--- config.mk ---
export PLATFORM = sky130hd
export DESIGN_NAME = neurram_ctrl_top
export DESIGN_NICKNAME = d
export VERILOG_FILES = /design/src/design/neurram_pkg.sv /design/src/design/host_cmd_decoder.sv /design/src/design/matmul_bit_sequencer.sv /design/src/design/neuron_switch_driver.sv /design/src/design/neurram_ctrl_top.sv
export SDC_FILE = /design/constraint.sdc
export NUM_CORES = 1
export LEC_CHECK = 0
export BUFFER_PORTS_ARGS = -buffer_cell sky130_fd_sc_hd__buf_4
export CAP_MARGIN = 20
export CELL_PAD_IN_SITES_DETAIL_PLACEMENT = 1
export CELL_PAD_IN_SITES_GLOBAL_PLACEMENT = 2
export CORE_MARGIN = 2
export CORE_UTILIZATION = 25
export DETAILED_ROUTE_END_ITERATION = 10
export PLACE_DENSITY = 0.62
export SLEW_MARGIN = 20
export SYNTH_ARGS = -nofsm -noshare
export SYNTH_HDL_FRONTEND = slang
export SYNTH_SLANG_ARGS = --single-unit
--- constraint.sdc ---
create_clock -name sys_clk -period 6 [get_ports sys_clk]
set_input_delay 1.2 -clock sys_clk [delete_from_list [all_inputs] [get_ports sys_clk]]
set_output_delay 1.2 -clock sys_clk [all_outputs]
set_load 0.02 [all_outputs]
--- src/design/neurram_pkg.sv ---
// shared widths, timing constants and enums for the matmul input controller
// imported by every RTL block and by the testbench

package neurram_pkg;

	// ----------------------------------------
	// field widths
	// ----------------------------------------
	localparam int CMD_DATA_W   = 8;
	localparam int NUM_BITS_W   = 4;   // 0 to 8 input bits
	localparam int PULSE_MULT_W = 5;
	localparam int T_SAMPLE_W   = 8;   // sample width in sys_clk cycles
	localparam int PULSE_CNT_W  = 13;  // holds 31 x 128

	// command queue, also the host's starting credit count
	localparam int CMD_DEPTH = 4;
	localparam int CMD_PTR_W = $clog2(CMD_DEPTH);

	// ----------------------------------------
	// switch timing
	// ----------------------------------------
	localparam int T_CDS = 4;  // fixed cds pulse width
	localparam int T_GAP = 2;  // min low time after any pulse

	// pulse kind on the sequencer to driver link
	localparam logic KIND_SAMPLE = 1'b0;
	localparam logic KIND_CDS    = 1'b1;

	// ----------------------------------------
	// opcodes and state encodings
	// ----------------------------------------
	typedef enum logic [1:0] {
		OP_SET_BITS  = 2'd0,  // data = number of input bits
		OP_SET_MULT  = 2'd1,  // data = pulse multiplier
		OP_SET_WIDTH = 2'd2,  // data = sample width
		OP_RUN       = 2'd3   // data[0] = cds per bit
	} cmd_op_t;

	typedef enum logic [2:0] {
		S_IDLE     = 3'd0,
		S_CDS      = 3'd1,
		S_BURST    = 3'd2,
		S_NEXT_BIT = 3'd3,
		S_DONE     = 3'd4
	} seq_state_t;

	typedef enum logic [1:0] {
		D_IDLE = 2'd0,
		D_HIGH = 2'd1,
		D_GAP  = 2'd2
	} drv_state_t;

endpackage

--- src/design/host_cmd_decoder.sv ---
// host command queue with credit return
// config commands at the head write their register and pop at once,
// a run command waits at the head until the sequencer acknowledges it

`timescale 1ns/1ns

module host_cmd_decoder import neurram_pkg::*; (
	input  logic                    sys_clk,
	input  logic                    arst_n_i,
	input  logic                    cmd_valid_i,
	input  cmd_op_t                 cmd_op_i,
	input  logic [CMD_DATA_W-1:0]   cmd_data_i,
	input  logic                    run_ack_i,
	output logic                    credit_o,
	output logic                    run_req_o,
	output logic                    run_cds_o,
	output logic [NUM_BITS_W-1:0]   num_bits_o,
	output logic [PULSE_MULT_W-1:0] pulse_mult_o,
	output logic [T_SAMPLE_W-1:0]   t_sample_o
);

	cmd_op_t               op_mem   [CMD_DEPTH];
	logic [CMD_DATA_W-1:0] data_mem [CMD_DEPTH];

	logic [CMD_PTR_W-1:0] wr_ptr;
	logic [CMD_PTR_W-1:0] rd_ptr;
	logic [CMD_PTR_W:0]   count;

	logic                  head_valid;
	cmd_op_t               head_op;
	logic [CMD_DATA_W-1:0] head_data;
	logic                  cfg_pop;
	logic                  pop;

	// ----------------------------------------
	// head decode
	// ----------------------------------------
	assign head_valid = (count != '0);
	assign head_op    = op_mem[rd_ptr];
	assign head_data  = data_mem[rd_ptr];

	assign cfg_pop   = head_valid && (head_op != OP_RUN);
	assign run_req_o = head_valid && (head_op == OP_RUN);
	assign run_cds_o = head_data[0];
	assign pop       = cfg_pop || (run_req_o && run_ack_i);

	// queue storage, host never overruns it
	always_ff @(posedge sys_clk) begin
		if (cmd_valid_i) begin
			op_mem[wr_ptr]   <= cmd_op_i;
			data_mem[wr_ptr] <= cmd_data_i;
		end
	end

	always_ff @(posedge sys_clk or negedge arst_n_i) begin
		if (!arst_n_i) begin
			wr_ptr   <= '0;
			rd_ptr   <= '0;
			count    <= '0;
			credit_o <= 1'b0;
		end else begin
			if (cmd_valid_i)
				wr_ptr <= wr_ptr + 1'b1;
			if (pop)
				rd_ptr <= rd_ptr + 1'b1;
			case ({cmd_valid_i, pop})
				2'b10:   count <= count + 1'b1;
				2'b01:   count <= count - 1'b1;
				default: count <= count;
			endcase
			credit_o <= pop;  // one credit per popped entry
		end
	end

	// ----------------------------------------
	// configuration registers
	// ----------------------------------------
	always_ff @(posedge sys_clk or negedge arst_n_i) begin
		if (!arst_n_i) begin
			num_bits_o   <= NUM_BITS_W'(1);
			pulse_mult_o <= PULSE_MULT_W'(1);
			t_sample_o   <= T_SAMPLE_W'(1);
		end else if (cfg_pop) begin
			case (head_op)
				OP_SET_BITS:  num_bits_o   <= head_data[NUM_BITS_W-1:0];
				OP_SET_MULT:  pulse_mult_o <= head_data[PULSE_MULT_W-1:0];
				OP_SET_WIDTH: t_sample_o   <= head_data[T_SAMPLE_W-1:0];
				default: ;  // run is never a config pop
			endcase
		end
	end

endmodule

--- src/design/matmul_bit_sequencer.sv ---
// unsigned matmul input sequencer
// per input bit b: optional cds pulse, then pulse_mult << b sample pulses,
// handed to the switch driver one request at a time

`timescale 1ns/1ns

module matmul_bit_sequencer import neurram_pkg::*; (
	input  logic                    sys_clk,
	input  logic                    arst_n_i,
	input  logic                    run_req_i,
	input  logic                    run_cds_i,
	input  logic [NUM_BITS_W-1:0]   num_bits_i,
	input  logic [PULSE_MULT_W-1:0] pulse_mult_i,
	input  logic                    drv_idle_i,
	output logic                    run_ack_o,
	output logic                    pulse_req_o,
	output logic                    pulse_kind_o,
	output logic                    ext_inference_enable_o,
	output logic                    matmul_done_o
);

	seq_state_t state;

	// run configuration, captured on ack
	logic                    cds_q;
	logic [NUM_BITS_W-1:0]   nbits_q;
	logic [PULSE_MULT_W-1:0] mult_q;

	logic [NUM_BITS_W-1:0]  bit_idx;
	logic [NUM_BITS_W-1:0]  next_bit;
	logic [PULSE_CNT_W-1:0] pulse_cnt;  // sample pulses left in this burst
	logic [PULSE_CNT_W-1:0] mult_ext;
	logic                   empty_run;

	assign next_bit  = bit_idx + 1'b1;
	assign mult_ext  = PULSE_CNT_W'(mult_q);
	assign empty_run = (num_bits_i == '0) || (pulse_mult_i == '0);

	// ----------------------------------------
	// handshakes and status
	// ----------------------------------------
	assign run_ack_o    = (state == S_IDLE) && run_req_i;
	assign pulse_req_o  = drv_idle_i &&
		((state == S_CDS) || ((state == S_BURST) && (pulse_cnt != '0)));
	assign pulse_kind_o = (state == S_CDS) ? KIND_CDS : KIND_SAMPLE;

	assign ext_inference_enable_o = (state != S_IDLE);
	assign matmul_done_o          = (state == S_DONE);

	always_ff @(posedge sys_clk) begin
		if (run_ack_o) begin
			cds_q   <= run_cds_i;
			nbits_q <= num_bits_i;
			mult_q  <= pulse_mult_i;
		end
	end

	// ----------------------------------------
	// bit and pulse walk
	// ----------------------------------------
	always_ff @(posedge sys_clk or negedge arst_n_i) begin
		if (!arst_n_i) begin
			state     <= S_IDLE;
			bit_idx   <= '0;
			pulse_cnt <= '0;
		end else begin
			case (state)
				S_IDLE: begin
					if (run_req_i) begin
						bit_idx   <= '0;
						pulse_cnt <= PULSE_CNT_W'(pulse_mult_i);  // bit 0 burst
						if (empty_run)
							state <= S_DONE;
						else if (run_cds_i)
							state <= S_CDS;
						else
							state <= S_BURST;
					end
				end
				S_CDS: begin
					if (drv_idle_i)
						state <= S_BURST;  // cds request goes out this cycle
				end
				S_BURST: begin
					if (drv_idle_i) begin
						if (pulse_cnt != '0)
							pulse_cnt <= pulse_cnt - 1'b1;
						else
							state <= S_NEXT_BIT;  // last pulse and gap finished
					end
				end
				S_NEXT_BIT: begin
					bit_idx <= next_bit;
					if (next_bit == nbits_q) begin
						state <= S_DONE;
					end else begin
						pulse_cnt <= mult_ext << next_bit;
						state     <= cds_q ? S_CDS : S_BURST;
					end
				end
				S_DONE:  state <= S_IDLE;
				default: state <= S_IDLE;
			endcase
		end
	end

endmodule

--- src/design/neuron_switch_driver.sv ---
// neuron sampling switch timing
// holds sw_in_sample for t_sample cycles or sw_cds for T_CDS cycles,
// then keeps both low for T_GAP cycles before accepting the next request

`timescale 1ns/1ns

module neuron_switch_driver import neurram_pkg::*; (
	input  logic                  sys_clk,
	input  logic                  arst_n_i,
	input  logic                  pulse_req_i,
	input  logic                  pulse_kind_i,
	input  logic [T_SAMPLE_W-1:0] t_sample_i,
	output logic                  drv_idle_o,
	output logic                  sw_in_sample_o,
	output logic                  sw_cds_o
);

	drv_state_t state;

	logic                  kind_q;    // kind of the pulse in flight
	logic [T_SAMPLE_W-1:0] width_cnt; // cycles left minus one
	logic [T_SAMPLE_W-1:0] high_len;

	// zero width runs as one cycle
	assign high_len = (pulse_kind_i == KIND_CDS) ? T_SAMPLE_W'(T_CDS - 1) :
		(t_sample_i == '0) ? '0 : t_sample_i - 1'b1;

	assign drv_idle_o     = (state == D_IDLE);
	assign sw_in_sample_o = (state == D_HIGH) && (kind_q == KIND_SAMPLE);
	assign sw_cds_o       = (state == D_HIGH) && (kind_q == KIND_CDS);

	always_ff @(posedge sys_clk) begin
		if (pulse_req_i && drv_idle_o)
			kind_q <= pulse_kind_i;
	end

	// ----------------------------------------
	// pulse timing
	// ----------------------------------------
	always_ff @(posedge sys_clk or negedge arst_n_i) begin
		if (!arst_n_i) begin
			state     <= D_IDLE;
			width_cnt <= '0;
		end else begin
			case (state)
				D_IDLE: begin
					if (pulse_req_i) begin
						state     <= D_HIGH;  // switch rises next cycle
						width_cnt <= high_len;
					end
				end
				D_HIGH: begin
					if (width_cnt == '0) begin
						state     <= D_GAP;
						width_cnt <= T_SAMPLE_W'(T_GAP - 1);
					end else begin
						width_cnt <= width_cnt - 1'b1;
					end
				end
				D_GAP: begin
					if (width_cnt == '0)
						state <= D_IDLE;
					else
						width_cnt <= width_cnt - 1'b1;
				end
				default: state <= D_IDLE;
			endcase
		end
	end

endmodule

--- src/design/neurram_ctrl_top.sv ---
// matmul input controller top
// host command port in, neuron sampling switches and run status out

`timescale 1ns/1ns

module neurram_ctrl_top import neurram_pkg::*; (
	input  logic                  sys_clk,
	input  logic                  arst_n_i,
	input  logic                  cmd_valid_i,
	input  cmd_op_t               cmd_op_i,
	input  logic [CMD_DATA_W-1:0] cmd_data_i,
	output logic                  credit_o,
	output logic                  sw_in_sample_o,
	output logic                  sw_cds_o,
	output logic                  ext_inference_enable_o,
	output logic                  matmul_done_o
);

	// decoder to sequencer
	logic                    run_req;
	logic                    run_cds;
	logic                    run_ack;
	logic [NUM_BITS_W-1:0]   num_bits;
	logic [PULSE_MULT_W-1:0] pulse_mult;
	logic [T_SAMPLE_W-1:0]   t_sample;

	// sequencer to driver
	logic pulse_req;
	logic pulse_kind;
	logic drv_idle;

	host_cmd_decoder u_decoder (
		.sys_clk      (sys_clk),
		.arst_n_i     (arst_n_i),
		.cmd_valid_i  (cmd_valid_i),
		.cmd_op_i     (cmd_op_i),
		.cmd_data_i   (cmd_data_i),
		.run_ack_i    (run_ack),
		.credit_o     (credit_o),
		.run_req_o    (run_req),
		.run_cds_o    (run_cds),
		.num_bits_o   (num_bits),
		.pulse_mult_o (pulse_mult),
		.t_sample_o   (t_sample)
	);

	matmul_bit_sequencer u_sequencer (
		.sys_clk                (sys_clk),
		.arst_n_i               (arst_n_i),
		.run_req_i              (run_req),
		.run_cds_i              (run_cds),
		.num_bits_i             (num_bits),
		.pulse_mult_i           (pulse_mult),
		.drv_idle_i             (drv_idle),
		.run_ack_o              (run_ack),
		.pulse_req_o            (pulse_req),
		.pulse_kind_o           (pulse_kind),
		.ext_inference_enable_o (ext_inference_enable_o),
		.matmul_done_o          (matmul_done_o)
	);

	neuron_switch_driver u_driver (
		.sys_clk        (sys_clk),
		.arst_n_i       (arst_n_i),
		.pulse_req_i    (pulse_req),
		.pulse_kind_i   (pulse_kind),
		.t_sample_i     (t_sample),
		.drv_idle_o     (drv_idle),
		.sw_in_sample_o (sw_in_sample_o),
		.sw_cds_o       (sw_cds_o)
	);

endmodule

# After elaboration in Yosys (flattened, before gate mapping)
# Memory sizes are Yosys's and may differ from the RTL's.
# Index checks and enable logic that the tools add are counted.
dict set report classes {
  add_sub_neg 8
  eq_ne 23
  shift 1
  muxes 30
  n_bitwise 1
  n_reduce_logical 34
}
# operator n
set op_table {}
lappend op_table {{$mux 13} 4}
lappend op_table {{$mux 8} 5}
lappend op_table {{$pmux 13 s3} 1}
lappend op_table {{$pmux 8 s3} 1}
lappend op_table {{$mux 3} 6}
lappend op_table {{$logic_not 8->1} 2}
lappend op_table {{$sub 8x1->8 const B} 2}
lappend op_table {{$ne 2x2->1 const B} 7}
lappend op_table {{$reduce_bool 13->1} 1}
lappend op_table {{$shl 5x4->13} 1}
lappend op_table {{$sub 13x1->13 const B} 1}
lappend op_table {{$pmux 3 s4} 1}
lappend op_table {{$reduce_bool 3->1} 4}
lappend op_table {{$mux 2} 5}
lappend op_table {{$logic_and 1x1->1} 9}
lappend op_table {{$eq 2x2->1 const B} 4}
lappend op_table {{$ne 2x1->1 const B} 4}
lappend op_table {{$pmux 4 s2} 1}
lappend op_table {{$reduce_and 2->1} 4}
lappend op_table {{$eq 2x1->1 const B} 3}
lappend op_table {{$eq 3x2->1 const B} 2}
lappend op_table {{$pmux 2 s3} 1}
lappend op_table {{$pmux 3 s2} 1}
lappend op_table {{$reduce_and 3->1} 2}
lappend op_table {{18 further kinds} 25}
dict set report totals {
  regBits 66
  mem_bits_rw 40
  input_bits 13
  mem_count 2
}
# name depth width rd rd_clocked_by_memory_dff wr line_no
set memory_table {}
lappend memory_table {u_decoder.data_mem 4 8 1 0 1 host_cmd_decoder.sv:23} ;# logic [CMD_DATA_W-1:0] data_mem [CMD_DEPTH];
lappend memory_table {u_decoder.op_mem 4 2 1 0 1 host_cmd_decoder.sv:22} ;# cmd_op_t op_mem [CMD_DEPTH];

# Logic depth before layout (Yosys ltp)
# Gate-level depths: netlist of run 1.
# An unclocked memory read counts as a cell.
dict set report logic_depth {
  word_depth 8
  ltp_mapped 9
  ltp_nobuf 8
}

# Hierarchy
# Synthesis of run 1 repeated with hierarchy kept, for this count alone.
dict set report hier_totals {
  hier_cells 461
  area_unflattened_um2 5560.3
}
# mod instances cells_per_inst area_each_um2 seq_area_each_um2
set by_module_without_submodules {}
lappend by_module_without_submodules {host_cmd_decoder 1 130 2587.5 1830.5}
lappend by_module_without_submodules {matmul_bit_sequencer 1 214 1976.9 800.8}
lappend by_module_without_submodules {neuron_switch_driver 1 117 996.0 280.3}

# Worst setup path after synthesis of run 1
# Ideal clock, no wire load.
dict set report synth_path {
  path_type {reg2reg}
  start {reg u_decoder.rd_ptr[0]}
  end {reg u_decoder.count[2]}
  arrival_ns 2.299
  required_ns 5.921
  setup_slack_ns 3.622
  stages_incl_launch_ff 9
  n_path_buf 0
  synth_period_minus_slack_ns 2.378
  path_cell_list {dfrtp_1 > mux4_2 > a31oi_1 > ha_1 > inv_1 > fa_1 > xor2_1 > nor2_1 > xor2_1}
}
dict set report synth_between {
  elab_chain_len 8
}
# item line_no
set synth_lines {}
lappend synth_lines {{start: declaration} host_cmd_decoder.sv:26} ;# logic [CMD_PTR_W-1:0] rd_ptr;
lappend synth_lines {{start signal: assignment} host_cmd_decoder.sv:65} ;# rd_ptr <= rd_ptr + 1'b1;
lappend synth_lines {{$mem_v2 4x2 *} n/a}
lappend synth_lines {{$eq 2x2->1} host_cmd_decoder.sv:43} ;# assign run_req_o = head_valid && (head_op == OP_RUN);
lappend synth_lines {{$logic_and 1x1->1} host_cmd_decoder.sv:43}
lappend synth_lines {{$logic_and 1x1->1} matmul_bit_sequencer.sv:42} ;# assign run_ack_o = (state == S_IDLE) && run_req_i;
lappend synth_lines {{$logic_and 1x1->1} host_cmd_decoder.sv:45} ;# assign pop = cfg_pop || (run_req_o && run_ack_i);
lappend synth_lines {{$logic_or 1x1->1 *} host_cmd_decoder.sv:45}
lappend synth_lines {{via u_decoder.pop} host_cmd_decoder.sv:33} ;# logic pop;
lappend synth_lines {{$eq 2x1->1 / $eq 2x2->1 (equally long branches)} host_cmd_decoder.sv:66} ;# case ({cmd_valid_i, pop})
lappend synth_lines {{$pmux 3 s2 / $reduce_bool 2->1 (equally long branches)} n/a}
lappend synth_lines {{end signal: assignment} host_cmd_decoder.sv:67} ;# 2'b10: count <= count + 1'b1;
lappend synth_lines {{end signal: assignment} host_cmd_decoder.sv:68} ;# 2'b01: count <= count - 1'b1;
lappend synth_lines {{end signal: assignment} host_cmd_decoder.sv:69} ;# default: count <= count;
lappend synth_lines {{end: declaration} host_cmd_decoder.sv:27} ;# logic [CMD_PTR_W:0] count;
# The timed path passes the listed nets; every way through them passes the cells marked *.
# A chain may end at the register's enable or synchronous reset.

# Worst setup path in the final report of run 1
dict set report layout_path {
  start {reg u_sequencer.bit_idx[0]}
  end {reg u_sequencer.pulse_cnt[0]}
}
dict set report layout_between {
  elab_chain_len 4
}
# item line_no
set layout_lines {}
lappend layout_lines {{start: declaration} matmul_bit_sequencer.sv:29} ;# logic [NUM_BITS_W-1:0] bit_idx;
lappend layout_lines {{start signal: assignment} matmul_bit_sequencer.sv:93} ;# bit_idx <= next_bit;
lappend layout_lines {{$add 4x1->4 *} matmul_bit_sequencer.sv:35} ;# assign next_bit = bit_idx + 1'b1;
lappend layout_lines {{$shl 5x4->13 / $eq 4x4->1 (equally long branches)} {matmul_bit_sequencer.sv:97, matmul_bit_sequencer.sv:94}}
lappend layout_lines {{$mux 13 / $ne 2x2->1 (equally long branches)} n/a}
lappend layout_lines {{$pmux 13 s3 / $reduce_and 5->1 (equally long branches)} n/a}
lappend layout_lines {{end signal: assignment} matmul_bit_sequencer.sv:71} ;# pulse_cnt <= PULSE_CNT_W'(pulse_mult_i);
lappend layout_lines {{end signal: assignment} matmul_bit_sequencer.sv:87} ;# pulse_cnt <= pulse_cnt - 1'b1;
lappend layout_lines {{end signal: assignment} matmul_bit_sequencer.sv:97} ;# pulse_cnt <= mult_ext << next_bit;
lappend layout_lines {{end: declaration} matmul_bit_sequencer.sv:31} ;# logic [PULSE_CNT_W-1:0] pulse_cnt;
# Every way passes the cells marked *; elsewhere a longest branch is shown, timed or not. The select of a mux whose other input is x is not followed.

==> results.md, run 1 <==
STA:
- The max-slew violation total from the final report is 0.
- The final number of setup-violating endpoints is 0.
- The number of hold-slack violations in the final timing report was 0.
- The worst path needs 3.107 ns of the cycle, external delays included.
- The top achievable clock speed is 321.8 MHz.
- After routing, the total negative slack on setup checks comes to 0 ns.
- Setup repair after global routing left no endpoint under its margin.
- In this run the tightest slew margin relative to its limit is 39.16%.
- The worst path uses 51.79% of the clock period.
- For the pin with the worst max-slew slack, the measured transition is 0.9056 ns.
- The final setup skew is 0.01005 ns.
- The final worst slack is 2.893 ns.

GRT:
- Global routing finished with a remaining overflow of 0.
- The wire length of the first global-routing pass is 21,640 um.
- The initial antenna violation count is 0.
- The number of global-route vias before repair is 3,881.
- Global routing used 12.32% of the available tracks across all layers.
- Entering global routing, the biggest net connects 56 pins.

Place:
- The HPWL after detailed placement is 9477 um.
- At the end of routability-driven placement, the weighted congestion stood at 0.7770.
- The count of buffers added on input and output ports is 17.
- The pre-CTS setup slack is 2.842 ns.
- Once placement finished, the instance area stood at 5819 um2.
- The cell total after placement is 733.

Yosys:
- After synthesis the netlist holds a flip-flop and latch count of 106.
- The share of flip-flops with an asynchronous set or reset after synthesis is 51.89%.
- The count of mapped cells out of synthesis is 458.
- The synthesized design devotes to its leading area cell type 28.24% of total area.
- The dominant synthesized flop cell is sky130_fd_sc_hd__dfrtp_1.
- The number of distinct library cells after synthesis is 69.
- The synthesized design contains 51 enable-type register cells.
- The commonest cells after synthesis are sky130_fd_sc_hd__dfrtp_1, sky130_fd_sc_hd__edfxtp_1, sky130_fd_sc_hd__nand2_1.
- The number of nets in the synthesized netlist is 487.
- The portion of the post-synthesis area used by sequential elements is 53.68%.
- The most frequent cell after synthesis is sky130_fd_sc_hd__dfrtp_1.
- By area the synthesized netlist is led by sky130_fd_sc_hd__edfxtp_1, sky130_fd_sc_hd__dfrtp_1, sky130_fd_sc_hd__mux4_2.
- The total of warnings raised by yosys is 0.
- The cell area that synthesis handed to floorplanning was 5424 um2.
- After synthesis, the mean cell area works out to 11.84 um2.
- The largest total area in the synthesized netlist belongs to sky130_fd_sc_hd__edfxtp_1.

Status:
- The flow ran to the end, and the final reports show no timing, DRC or antenna violations.

Floorplanning:
- The die footprint is 22,890 um2.
- The number of placement rows is 53.
- The die is 151.3 um wide.
- The floorplan step set the die height to 151.3 um.
- For this design the top-level I/O count stands at 18.
- For this configuration, the core starts out at a cell density of 25.64%.
- The placeable core region is 21,150 um2.

Detailed routing:
- The routed via count divided by cell count is 4.825.
- For this run, design rule violations remaining after detail routing come to 0.
- The final routed wirelength across all metal layers is 13,210 um.
- The routed wirelength normalized by instance count is 17.64 um.
- The count of routing violations after the opening detailed-route iteration is 226.
- Once detail routing completed, the nets flagged for antenna violations numbered 0.
- The count of TritonRoute iterations in the first routing pass is 4.
- Summing over every cut layer, the via total after detailed routing is 3,614.

CTS:
- The tree is rooted in a sky130_fd_sc_hd__clkbuf_16.
- The longest clock path from root to sink contains 2 buffers.
- Once the clock tree was built, the setup fixing pass inserted 0 buffers.
- The H-tree was split into 3 levels.
- The total number of clock tree sinks is 106.
- The clock edge transition at the registers on the reported setup and hold paths is 0.08 ns.
- Hold repair after CTS inserted 0 buffers.
- The later pin in the worst-skew pair is clocked with a latency of 0.35 ns.
- In this run, CTS created clock tree buffers numbering 9.
- Once the clock tree was built, the resizer swapped 0 gates to a different size.
- TritonCTS built the clock tree.

Pwr:
- The analysis attributes to cell leakage a power of 2.292 nW.
- The total power is 3.507 mW.
- The power per cell area is 573.9 nW/um2.
- IR analysis of the VDD net gives a maximum drop of 175.3 uV.

Setup path:
- The required time of the critical path is 6.23 ns.
- The worst setup path is captured at a flip-flop.
- The slack of the worst reg-to-reg path is 2.89 ns.
- The largest fanout of any net on the critical path is 16.
- The kind of launch point of the worst setup path is a flip-flop.
- Counting cells, the worst reg-to-reg path comes to 6.
- The start-to-end type of the worst setup path is flip-flop to flip-flop.
- The endpoint identified for the worst register-to-register timing path is u_sequencer.pulse_cnt[0].
- Data arrives at the worst endpoint at 3.34 ns.
- The worst register-to-register path begins at u_sequencer.bit_idx[0].

Finish:
- The share of post-route cells with drive strength above 1 is 16.03%.
- For this run, the number of standard cells in the final layout without fillers is 749.
- The synthesis-to-layout area growth is 12.66%.
- After filler insertion, the fill cell instance count of the layout stands at 2,306.
- After the last flow step, the layout net total stands at 498.
- The number of diodes is 0.
- The finished layout cell area is 6111 um2.

Min path:
- Along the worst hold path, the cell count comes to 0.
- The class of the tightest hold or removal check is flip-flop to flip-flop.
- The startpoint identified for the worst hold timing path is u_decoder.num_bits_o[1].
- The path with the worst hold slack has its endpoint at u_sequencer.nbits_q[1].

Job:
- Max-cap violations in this run came to 0.
==> layer usage <==
layer / GRT usage [%] / wire length, um / share of wire [%]
met1: 16.35 / 6275 / 48
met2: 20.43 / 6429 / 49
met3: 2.319 / 291 / 2.2
met4: 3.645 / 214 / 1.6
met5: 0 / 0 / 0
==> power breakdown <==
group / internal [mW] / leakage (nW) / switching, mW
sequential: 1.04 / 1.14 / 0.261
combinational: 0.696 / 1.01 / 0.916
clock: 0.294 / 0.139 / 0.297
total: 2.03 / 2.29 / 1.47
==> placed cells by master (no fill, tap or decap), drive strengths merged, types with 4 or more instances in the layout <==
cell	netlist	layout
ha	15	15
a31oi	7	7
nand2	33	33
edfxtp	51	51
a22oi	5	5
a21oi	14	14
mux2	21	21
nand3	11	11
xnor2	10	10
nor2b	4	4
and2	8	8
dfrtp	52	52
nor4	7	7
mux4	10	10
xor2	13	13
o21ai	25	25
nor3	20	20
mux2i	7	7
nor2	24	24
buf	6	18
o22ai	9	9
nor3b	6	6
clkbuf	12	10
inv	26	30
==> state kept, by name, indices dropped and copies added (netlist names), 5 cells and up <==
name and cells:
u_decoder.op_mem 8, u_decoder.pulse_mult_o 5, u_decoder.data_mem 32, u_sequencer.pulse_cnt 13, u_decoder.t_sample_o 8, u_driver.width_cnt 8
u_sequencer.mult_q 5
==> kinds of logic (layout without fill, tap and decap cells) <==
kind of cell / after synthesis / count (layout) / synth area share [%]
AO/OA/AOI/OAI: 97 / 97 / 12.20
XOR/XNOR: 23 / 23 / 4.060
adder cells (fa/ha/maj): 16 / 16 / 3.829
buffers and inverters: 44 / 60 / 3.345
flip-flops: 106 / 106 / 53.68
multiplexers: 38 / 38 / 9.943
AND/OR/NAND/NOR: 134 / 134 / 12.94
==> worst max-delay path, stage by stage (launching register included) <==
cell and delay, ns:
sky130_fd_sc_hd__dfrtp_1 0.71, sky130_fd_sc_hd__ha_1 0.42, sky130_fd_sc_hd__xnor2_4 0.21, sky130_fd_sc_hd__xnor2_1 0.13
sky130_fd_sc_hd__o41a_1 0.66, sky130_fd_sc_hd__or2_1 0.49, sky130_fd_sc_hd__mux2_4 0.36
==> per-stage QoR <==
stage | hold WS [ns] | utilization (%)
4_1_cts | 0.4787 | 28.87
6_report | 0.4688 | 28.89
3_3_place_gp | 0.4581 | 27.51
5_1_grt | 0.4979 | 28.89
2_1_floorplan | 0.4342 | -
3_5_place_dp | 0.4596 | 27.51
==> how the worst max path moves through the flow <==
stage,to,slack [ns],from,cells after the start
finish,u_sequencer.pulse_cnt[0],2.89,u_sequencer.bit_idx[0],6
global route,u_sequencer.pulse_cnt[0],2.66,u_sequencer.bit_idx[0],6
detailed placement,u_decoder.count[2],2.84,u_decoder.rd_ptr[0],8
CTS,u_decoder.count[2],2.83,u_decoder.rd_ptr[0],8
floorplan,u_decoder.count[2],3.62,u_decoder.rd_ptr[0],8
global placement,u_decoder.count[2],2.92,u_decoder.rd_ptr[0],8
==> layout make-up <==
class / count / area [um2] / share of cell area, %
inverters: 26 / 97.59 / 1.597
repair buffers: 18 / 135.1 / 2.211
well taps: 275 / 344.1 / 5.631
multi-input cells: 308 / 2335 / 38.21
flip-flops and latches: 106 / 2912 / 47.65
clock inverters: 6 / 58.81 / 0.9623
clock buffers: 10 / 229.0 / 3.747
No activity file was read; power rests on OpenSTA's default activity.
==> inputs of run 2 (changes only) <==
--- a/config.mk
+++ b/config.mk
@@ -12,7 +12,7 @@
 export CORE_MARGIN = 2
 export CORE_UTILIZATION = 25
 export DETAILED_ROUTE_END_ITERATION = 10
-export PLACE_DENSITY = 0.62
+export PLACE_DENSITY = 0.64
 export SLEW_MARGIN = 20
 export SYNTH_ARGS = -nofsm -noshare
 export SYNTH_HDL_FRONTEND = slang
==> constraint.sdc (replaced) <==
create_clock -name sys_clk -period 2.7 [get_ports sys_clk]
set_input_delay 0.54 -clock sys_clk [delete_from_list [all_inputs] [get_ports sys_clk]]
set_output_delay 0.54 -clock sys_clk [all_outputs]
set_load 0.02 [all_outputs]
==> run 2 against run 1 <==
Maximum frequency increased by 26%. Sequential share of layout area fell by 1.3 points. Critical endpoint is now u_decoder.count[2]. First-iteration DRC count fell by 18%. Worst setup slack worse by 2.7 ns. Critical path depth up 2.
==> results.md, run 2 (synthesis gave the netlist of run 1 again) <==
Status:
- Status: complete, no violations (unchanged).

CTS:
- The total number of clock tree sinks came to 106 (unchanged).
- The maximum count of clock buffers along a single path was 2 (unchanged).
- The number of clock buffers inserted by TritonCTS is 9 (unchanged).
- The clock edge transition at the registers on the reported setup and hold paths is 0.07 ns (was 0.08 ns).
- The clock root buffer master is sky130_fd_sc_hd__clkbuf_16 (unchanged).
- The clock network latency to the later pin of the worst-skew pair is 0.36 ns (was 0.35 ns).
- The CTS H-tree depth is 3 (unchanged).
- The clock tree from TritonCTS is yes (unchanged).

Finish:
- The number of nets in the finished design is 521 (was 498).
- Commonest non-fill, non-tap cells in the layout: sky130_fd_sc_hd__dfrtp_1, sky130_fd_sc_hd__edfxtp_1, sky130_fd_sc_hd__buf_4, sky130_fd_sc_hd__nand2_1, sky130_fd_sc_hd__inv_1 (was sky130_fd_sc_hd__dfrtp_1, sky130_fd_sc_hd__edfxtp_1, sky130_fd_sc_hd__nand2_1, sky130_fd_sc_hd__inv_1, sky130_fd_sc_hd__nor2_1).
- The register name with the most flops is u_decoder.data_mem (unchanged).
- The filler cell count is 2,296 (was 2,306).
- The synthesis-to-layout area growth came to 15.85% (was 12.66%).
- The share of post-route cells with drive strength above 1 is 20.12% (was 16.03%).
- Largest registers: u_decoder.data_mem (32), u_sequencer.pulse_cnt (13) (unchanged).
- The number of diodes is 0 (unchanged).
- The flip-flop count of the largest register after layout is 32 (unchanged).
- The final instance count without filler cells is 772 (was 749).

Pwr:
- The switching part of the total is 41.39% (was 42.01%).
- The leakage power of the design is 2.406 nW (was 2.292 nW).
- The total internal power was 4.733 mW (was 2.034 mW).
- The clock network power share is 16.2% (was 16.8%).
- The net load switching power came to 3.343 mW (was 1.473 mW).
- The highest ir drop seen on vdd is 558.5 uV (was 175.3 uV).
- The power per cell area is 1285 nW/um2 (was 573.9 nW/um2).
- The part of the total power dissipated in combinational logic is 49.5% (was 45.9%).
- The portion of total power attributed to sequential cells is 34.3% (was 37.2%).

Floorplanning:
- The number of primary I/O pins is 18 (unchanged).
- The die footprint is 22,890 um2 (unchanged).
- The chip height is 151.3 um (unchanged).
- The placeable core region came to 21,150 um2 (unchanged).
- The floorplan die width is 151.3 um (unchanged).
- The starting density of the core is 25.64% (unchanged).
- The number of placement rows is 53 (unchanged).

STA:
- Setup repair after global routing missed its margin: false (unchanged).
- The relative max-transition margin is 47.35% (was 39.16%).
- The max-slew violation total from the final report is 0 (unchanged).
- The number of hold-slack violations in the final timing report is 0 (unchanged).
- The final number of setup-violating endpoints is 0 (unchanged).
- The minimum period implied by the final worst setup slack is 2.459 ns (was 3.107 ns).
- The top achievable clock speed came to 406.7 MHz (was 321.8 MHz).
- The final setup skew is 0.008996 ns (was 0.01005 ns).
- The final worst-path cycle share is 91.07% (was 51.79%).
- The slew of the pin with the lowest slew margin is 0.7898 ns (was 0.9056 ns).
- The total negative slack is 0 ns (unchanged).

Detailed routing:
- The number of routed nets with antenna violations is 0 (unchanged).
- The final routed DRC violation total is 0 (unchanged).
- The top layer used by detailed routing was met4 (unchanged).
- The routed via count divided by cell count is 4.817 (was 4.825).
- The count of TritonRoute iterations in the first routing pass is 4 (unchanged).
- The met3 layer wire length in the routed design is 366 um (was 291 um).
- The count of routing violations after the opening detailed-route iteration was 186 (was 226).
- The met1 wire length is 6526 um (was 6275 um).
- The met2 wirelength from detailed routing is 6427 um (was 6429 um).
- The count of vias placed by the detailed router is 3,719 (was 3,614).
- The routed wirelength normalized by instance count came to 17.50 um (was 17.64 um).
- The final routed wirelength across all metal layers is 13,510 um (was 13,210 um).

Place:
- The final weighted congestion in routability-driven placement is 0.7663 (was 0.7770).
- The HPWL after detailed placement is 9943 um (was 9477 um).
- The number of buffers added on ports is 17 (unchanged).
- The cell total after placement is 756 (was 733).

GRT:
- The overall routing resource usage came to 12.75% (was 12.32%).
- The largest net degree at the start of global routing is 56 (unchanged).
- The number of global-route vias before repair was 4,016 (was 3,881).
- The initial antenna violation count is 0 (unchanged).
- The wire length of the first global-routing pass is 22,290 um (was 21,640 um).
- The leftover overflow at the end of global routing is 0 (unchanged).

Setup path:
- The kind of launch point of the worst setup path is a flip-flop (unchanged).
- The required time of the critical path is 2.98 ns (was 6.23 ns).
- The data arrival time of the worst path came to 2.74 ns (was 3.34 ns).
- The slack of the worst reg-to-reg path came to 0.24 ns (was 2.89 ns).
- The start-to-end type of the worst setup path is flip-flop to flip-flop (unchanged).
- The type of element capturing the critical path was a flip-flop (unchanged).
- The largest fanout of any net on the critical path is 6 (was 16).
- The launching instance or port of the critical path is u_decoder.rd_ptr[0] (was u_sequencer.bit_idx[0]).
- The worst flop-to-flop path startpoint is u_decoder.rd_ptr[0] (was u_sequencer.bit_idx[0]).

Min path:
- The class of the tightest hold or removal check is input pin to asynchronous set/reset pin (was flip-flop to flip-flop).

Job:
- The count of maximum capacitance violations is 0 (unchanged).
==> run 2: stage by stage <==
| stage | setup WS (ns) | utilization, % | total power, mW | hold WS [ns] | cell area, um2 |
|---|---|---|---|---|---|
| after global placement | 0.2544 | 28.33 | 6.699 | 0.4529 | 5992 |
| final | 0.2412 | 29.70 | 8.076 | 0.2514 | 6284 |
| after floorplan | 0.3217 | - | 5.555 | 0.2444 | 5424 |
| after CTS | 0.05165 | 29.68 | 8.172 | 0.2938 | 6279 |
| after global routing | 0.07447 | 29.70 | 8.738 | 0.3049 | 6284 |
| after detailed placement | 0.04875 | 28.33 | 6.839 | 0.4651 | 5992 |
==> run 2: power groups by stage <==
stage | clock (mW) | combinational (mW) | sequential (mW)
global route | 1.40 | 4.48 | 2.86
detailed placement | 0 | 4.03 | 2.81
global placement | 0 | 3.92 | 2.78
CTS | 1.35 | 4.04 | 2.78
floorplan | 0 | 2.90 | 2.66
finish | 1.31 | 4.00 | 2.77
==> run 2: metal layers <==
metal | vias up | track usage [%]
li1 | 1776 | -
met1 | 1884 | 17.13
met2 | 47 | 20.54
met3 | 12 | 2.771
met4 | 0 | 3.972
met5 | - | 0
==> run 2: layout make-up <==
type / count / area [um2] / share of cell area (%)
clock buffers: 10 / 229.0 / 3.644
clock inverters: 6 / 57.56 / 0.9160
inverters: 26 / 97.59 / 1.553
multi-input cells: 308 / 2335 / 37.16
flip-flops and latches: 106 / 2913 / 46.36
well taps: 275 / 344.1 / 5.476
repair buffers: 41 / 307.8 / 4.898
==> run 2: final timing paths <==
check	endpoint	cells past startpoint
worst max-delay path	u_decoder.count[2]	8
worst min-delay path	u_driver.width_cnt[6]	1
worst max register to register	u_decoder.count[2]	8
worst min register to register	u_sequencer.nbits_q[1]	0
max in group asynchronous	u_decoder.rd_ptr[0]	1
min in group sys_clk	u_decoder.data_mem[2][1]	1
==> run 2: critical path: stages (launching register included) <==
cell	delay (ns)
sky130_fd_sc_hd__dfrtp_2	0.43
sky130_fd_sc_hd__mux4_2	0.59
sky130_fd_sc_hd__a31oi_1	0.26
sky130_fd_sc_hd__ha_1	0.23
sky130_fd_sc_hd__inv_1	0.06
sky130_fd_sc_hd__fa_1	0.37
sky130_fd_sc_hd__xor2_1	0.15
sky130_fd_sc_hd__nor2_1	0.13
sky130_fd_sc_hd__xor2_1	0.16
==> run 2: repair_timing <==
item	4_1_cts	5_1_grt
endpoints found under the setup margin	0	1
hold buffers	0	0
gates resized for setup	0	1
setup buffers	0	0
endpoints found under the hold margin	0	0
==> inputs of run 3 (changes only) <==
--- a/config.mk
+++ b/config.mk
@@ -7,12 +7,13 @@
 export LEC_CHECK = 0
 export BUFFER_PORTS_ARGS = -buffer_cell sky130_fd_sc_hd__buf_4
 export CAP_MARGIN = 20
-export CELL_PAD_IN_SITES_DETAIL_PLACEMENT = 1
+export CELL_PAD_IN_SITES_DETAIL_PLACEMENT = 0
 export CELL_PAD_IN_SITES_GLOBAL_PLACEMENT = 2
 export CORE_MARGIN = 2
 export CORE_UTILIZATION = 25
 export DETAILED_ROUTE_END_ITERATION = 10
 export PLACE_DENSITY = 0.64
+export REMOVE_ABC_BUFFERS = 1
 export SLEW_MARGIN = 20
 export SYNTH_ARGS = -nofsm -noshare
 export SYNTH_HDL_FRONTEND = slang
==> run 3 against run 2 <==
Wire length shrank 6.5%. Combinational power shrank 2%. Clock skew grew 0.0018 ns. Sequential power is essentially flat.
==> results.md, run 3 (synthesis gave the netlist of run 1 again) <==
Status:
- Status: complete, no violations (unchanged).

Setup path:
- The slack of the worst reg-to-reg path is 0.23 ns (was 0.24 ns).
- The kind of launch point of the worst setup path is a flip-flop (unchanged).
- The start-to-end type of the worst setup path is flip-flop to flip-flop (unchanged).
- The kind of cell with the highest combined delay on the critical path is adder cells (unchanged).
- The type of element capturing the critical path is a flip-flop (unchanged).
- The number of gates on the worst path with buffers counted is 8 (unchanged).
- The cell with the largest stage delay on the worst path is sky130_fd_sc_hd__mux4_2 (unchanged).
- The required time of the critical path is 2.98 ns (about the same).
- The highest cell delay on the worst timing path is 0.60 ns (was 0.59 ns).
- The largest fanout of any net on the critical path is 6 (unchanged).
- The data arrival time of the worst path is 2.75 ns (was 2.74 ns).
- The critical path buffer and inverter count came to 1 (unchanged).
- The most frequent cell on the critical path is sky130_fd_sc_hd__xor2_1 (unchanged).
- The depth of the most critical reg-to-reg path is 8 (unchanged).
- Worst-path cell chain: mux4_2, a31oi_1, ha_1, inv_1, fa_1, xor2_1, nor2_1, xor2_1 (unchanged).

Pwr:
- The highest ir drop seen on vdd came to 490.4 uV (was 558.5 uV).
- The power per cell area came to 1281 nW/um2 (was 1285 nW/um2).
- The leakage power of the design is 2.431 nW (was 2.406 nW).
- The total power is 8.112 mW (was 8.076 mW).

Finish:
- The number of nets in the finished design is 522 (was 521).
- The most common cell after layout, fill and taps aside is sky130_fd_sc_hd__dfrtp_1.
- The synthesis-to-layout area growth came to 16.72% (was 15.85%).
- Commonest non-fill, non-tap cells in the layout: sky130_fd_sc_hd__dfrtp_1, sky130_fd_sc_hd__edfxtp_1, sky130_fd_sc_hd__buf_4, sky130_fd_sc_hd__nand2_1, sky130_fd_sc_hd__inv_1 (unchanged).
- The finished layout cell area is 6331 um2 (was 6284 um2).
- The share of post-route cells with drive strength above 1 is 20.28% (was 20.12%).
- Largest registers: u_decoder.data_mem (32), u_sequencer.pulse_cnt (13) (unchanged).
- The filler cell count is 2,094 (was 2,296).
- The register name with the most flops was u_decoder.data_mem (unchanged).
- The flip-flop count of the largest register after layout is 32 (unchanged).
- The number of diodes is 0 (unchanged).

Detailed routing:
- The final routed DRC violation total is 0 (unchanged).
- The final routed wirelength across all metal layers is 12,640 um (was 13,510 um).
- The routed wirelength normalized by instance count came to 16.35 um (was 17.50 um).
- The count of routing violations after the opening detailed-route iteration was 234 (was 186).
- The count of TritonRoute iterations in the first routing pass is 4 (unchanged).
- The count of vias placed by the detailed router is 3,659 (was 3,719).
- The routed via count divided by cell count is 4.734 (was 4.817).
- The number of routed nets with antenna violations is 0 (unchanged).

CTS:
- The number of clock buffers inserted by TritonCTS is 9 (unchanged).
- The total number of clock tree sinks is 106 (unchanged).
- The clock edge transition at the registers on the reported setup and hold paths was 0.08 ns (was 0.07 ns).
- The total of cells resized after clock tree synthesis was 0 (unchanged).
- The clock tree from TritonCTS is yes (unchanged).
- The CTS H-tree depth was 3 (unchanged).
- The post-CTS setup buffer count is 0 (unchanged).
- The clock root buffer master was sky130_fd_sc_hd__clkbuf_16 (unchanged).
- The clock network latency to the later pin of the worst-skew pair was 0.35 ns (was 0.36 ns).
- The hold-fix buffer count after cts is 0 (unchanged).
- The maximum count of clock buffers along a single path was 2 (unchanged).

Floorplanning:
- The starting density of the core came to 25.64% (unchanged).
- The floorplan die width is 151.3 um (unchanged).
- The placeable core region was 21,150 um2 (unchanged).
- The die footprint came to 22,890 um2 (unchanged).
- The chip height is 151.3 um (unchanged).
- The number of placement rows is 53 (unchanged).
- The number of primary I/O pins is 18 (unchanged).

GRT:
- The leftover overflow at the end of global routing came to 0 (unchanged).
- The initial antenna violation count was 0 (unchanged).
- The wire length of the first global-routing pass is 20,820 um (was 22,290 um).
- The overall routing resource usage is 11.96% (was 12.75%).
- The number of global-route vias before repair is 3,783 (was 4,016).
- The largest net degree at the start of global routing is 56 (unchanged).

STA:
- The total negative slack is 0 ns (unchanged).
- Setup repair after global routing missed its margin: false (unchanged).
- The max-slew violation total from the final report came to 0 (unchanged).
- The final worst slack came to 0.2269 ns (was 0.2412 ns).
- The minimum period implied by the final worst setup slack is 2.473 ns (was 2.459 ns).
- The number of hold-slack violations in the final timing report was 0 (unchanged).
- The top achievable clock speed is 404.4 MHz (was 406.7 MHz).
- The final number of setup-violating endpoints was 0 (unchanged).
- The final setup skew is 0.01076 ns (was 0.008996 ns).
- The final worst-path cycle share was 91.59% (was 91.07%).
- The relative max-transition margin was 48.35% (was 47.35%).
- The slew of the pin with the lowest slew margin is 0.7721 ns (was 0.7898 ns).

Job:
- The count of maximum capacitance violations was 0 (unchanged).

Place:
- The HPWL after detailed placement is 9167 um (was 9943 um).
- The final weighted congestion in routability-driven placement is 0.7608 (was 0.7663).
- The pre-CTS setup slack is 0.2128 ns (was 0.04875 ns).
- The area after detailed placement is 6000 um2 (was 5992 um2).
- The number of buffers added on ports was 17 (unchanged).

Min path:
- The class of the tightest hold or removal check is input pin to asynchronous set/reset pin (unchanged).
-- run 3: cell type report --
cell class                 count  area [um2]  area share (%)
clock buffer                   9       225.2           3.557
clock inverter                 7       102.6           1.621
inverter                      26       97.59           1.542
multi-input combinational    308        2335           36.88
sequential                   106        2912           45.99
tap                          275       344.1           5.435
timing repair buffer          42       315.3           4.980
-- run 3: stage by stage --
stage,instances,util (%),hold WS [ns]
5_1_grt,773,29.93,0.3170
4_1_cts,773,29.91,0.2858
6_report,773,29.93,0.2644
2_1_floorplan,440,-,0.2444
3_5_place_dp,757,28.36,0.4613
3_3_place_gp,757,28.36,0.4494
-- run 3: routing by layer --
metal  track usage [%]  vias up  part of all wire [%]
met5                 0        -                     0
met4             2.804        0                  0.70
met3             2.922        6                   4.2
met2             18.80       75                    45
met1             16.64     1792                    50
li1                  -     1786                     -
-- run 3: worst paths after layout --
path,start,end
worst max register to register,u_decoder.rd_ptr[0],u_decoder.count[2]
worst max-delay path,u_decoder.rd_ptr[0],u_decoder.count[2]
worst min register to register,u_decoder.count[2],u_decoder.count[2]
worst min-delay path,arst_n_i,u_driver.width_cnt[4]
max in group asynchronous,arst_n_i,u_sequencer.bit_idx[3]
min in group sys_clk,cmd_data_i[4],u_decoder.data_mem[1][4]
-- run 3: power breakdown --
part | internal (mW) | total, mW | switching [mW]
combinational | 1.76 | 3.94 | 2.18
clock | 0.754 | 1.41 | 0.658
sequential | 2.32 | 2.76 | 0.438
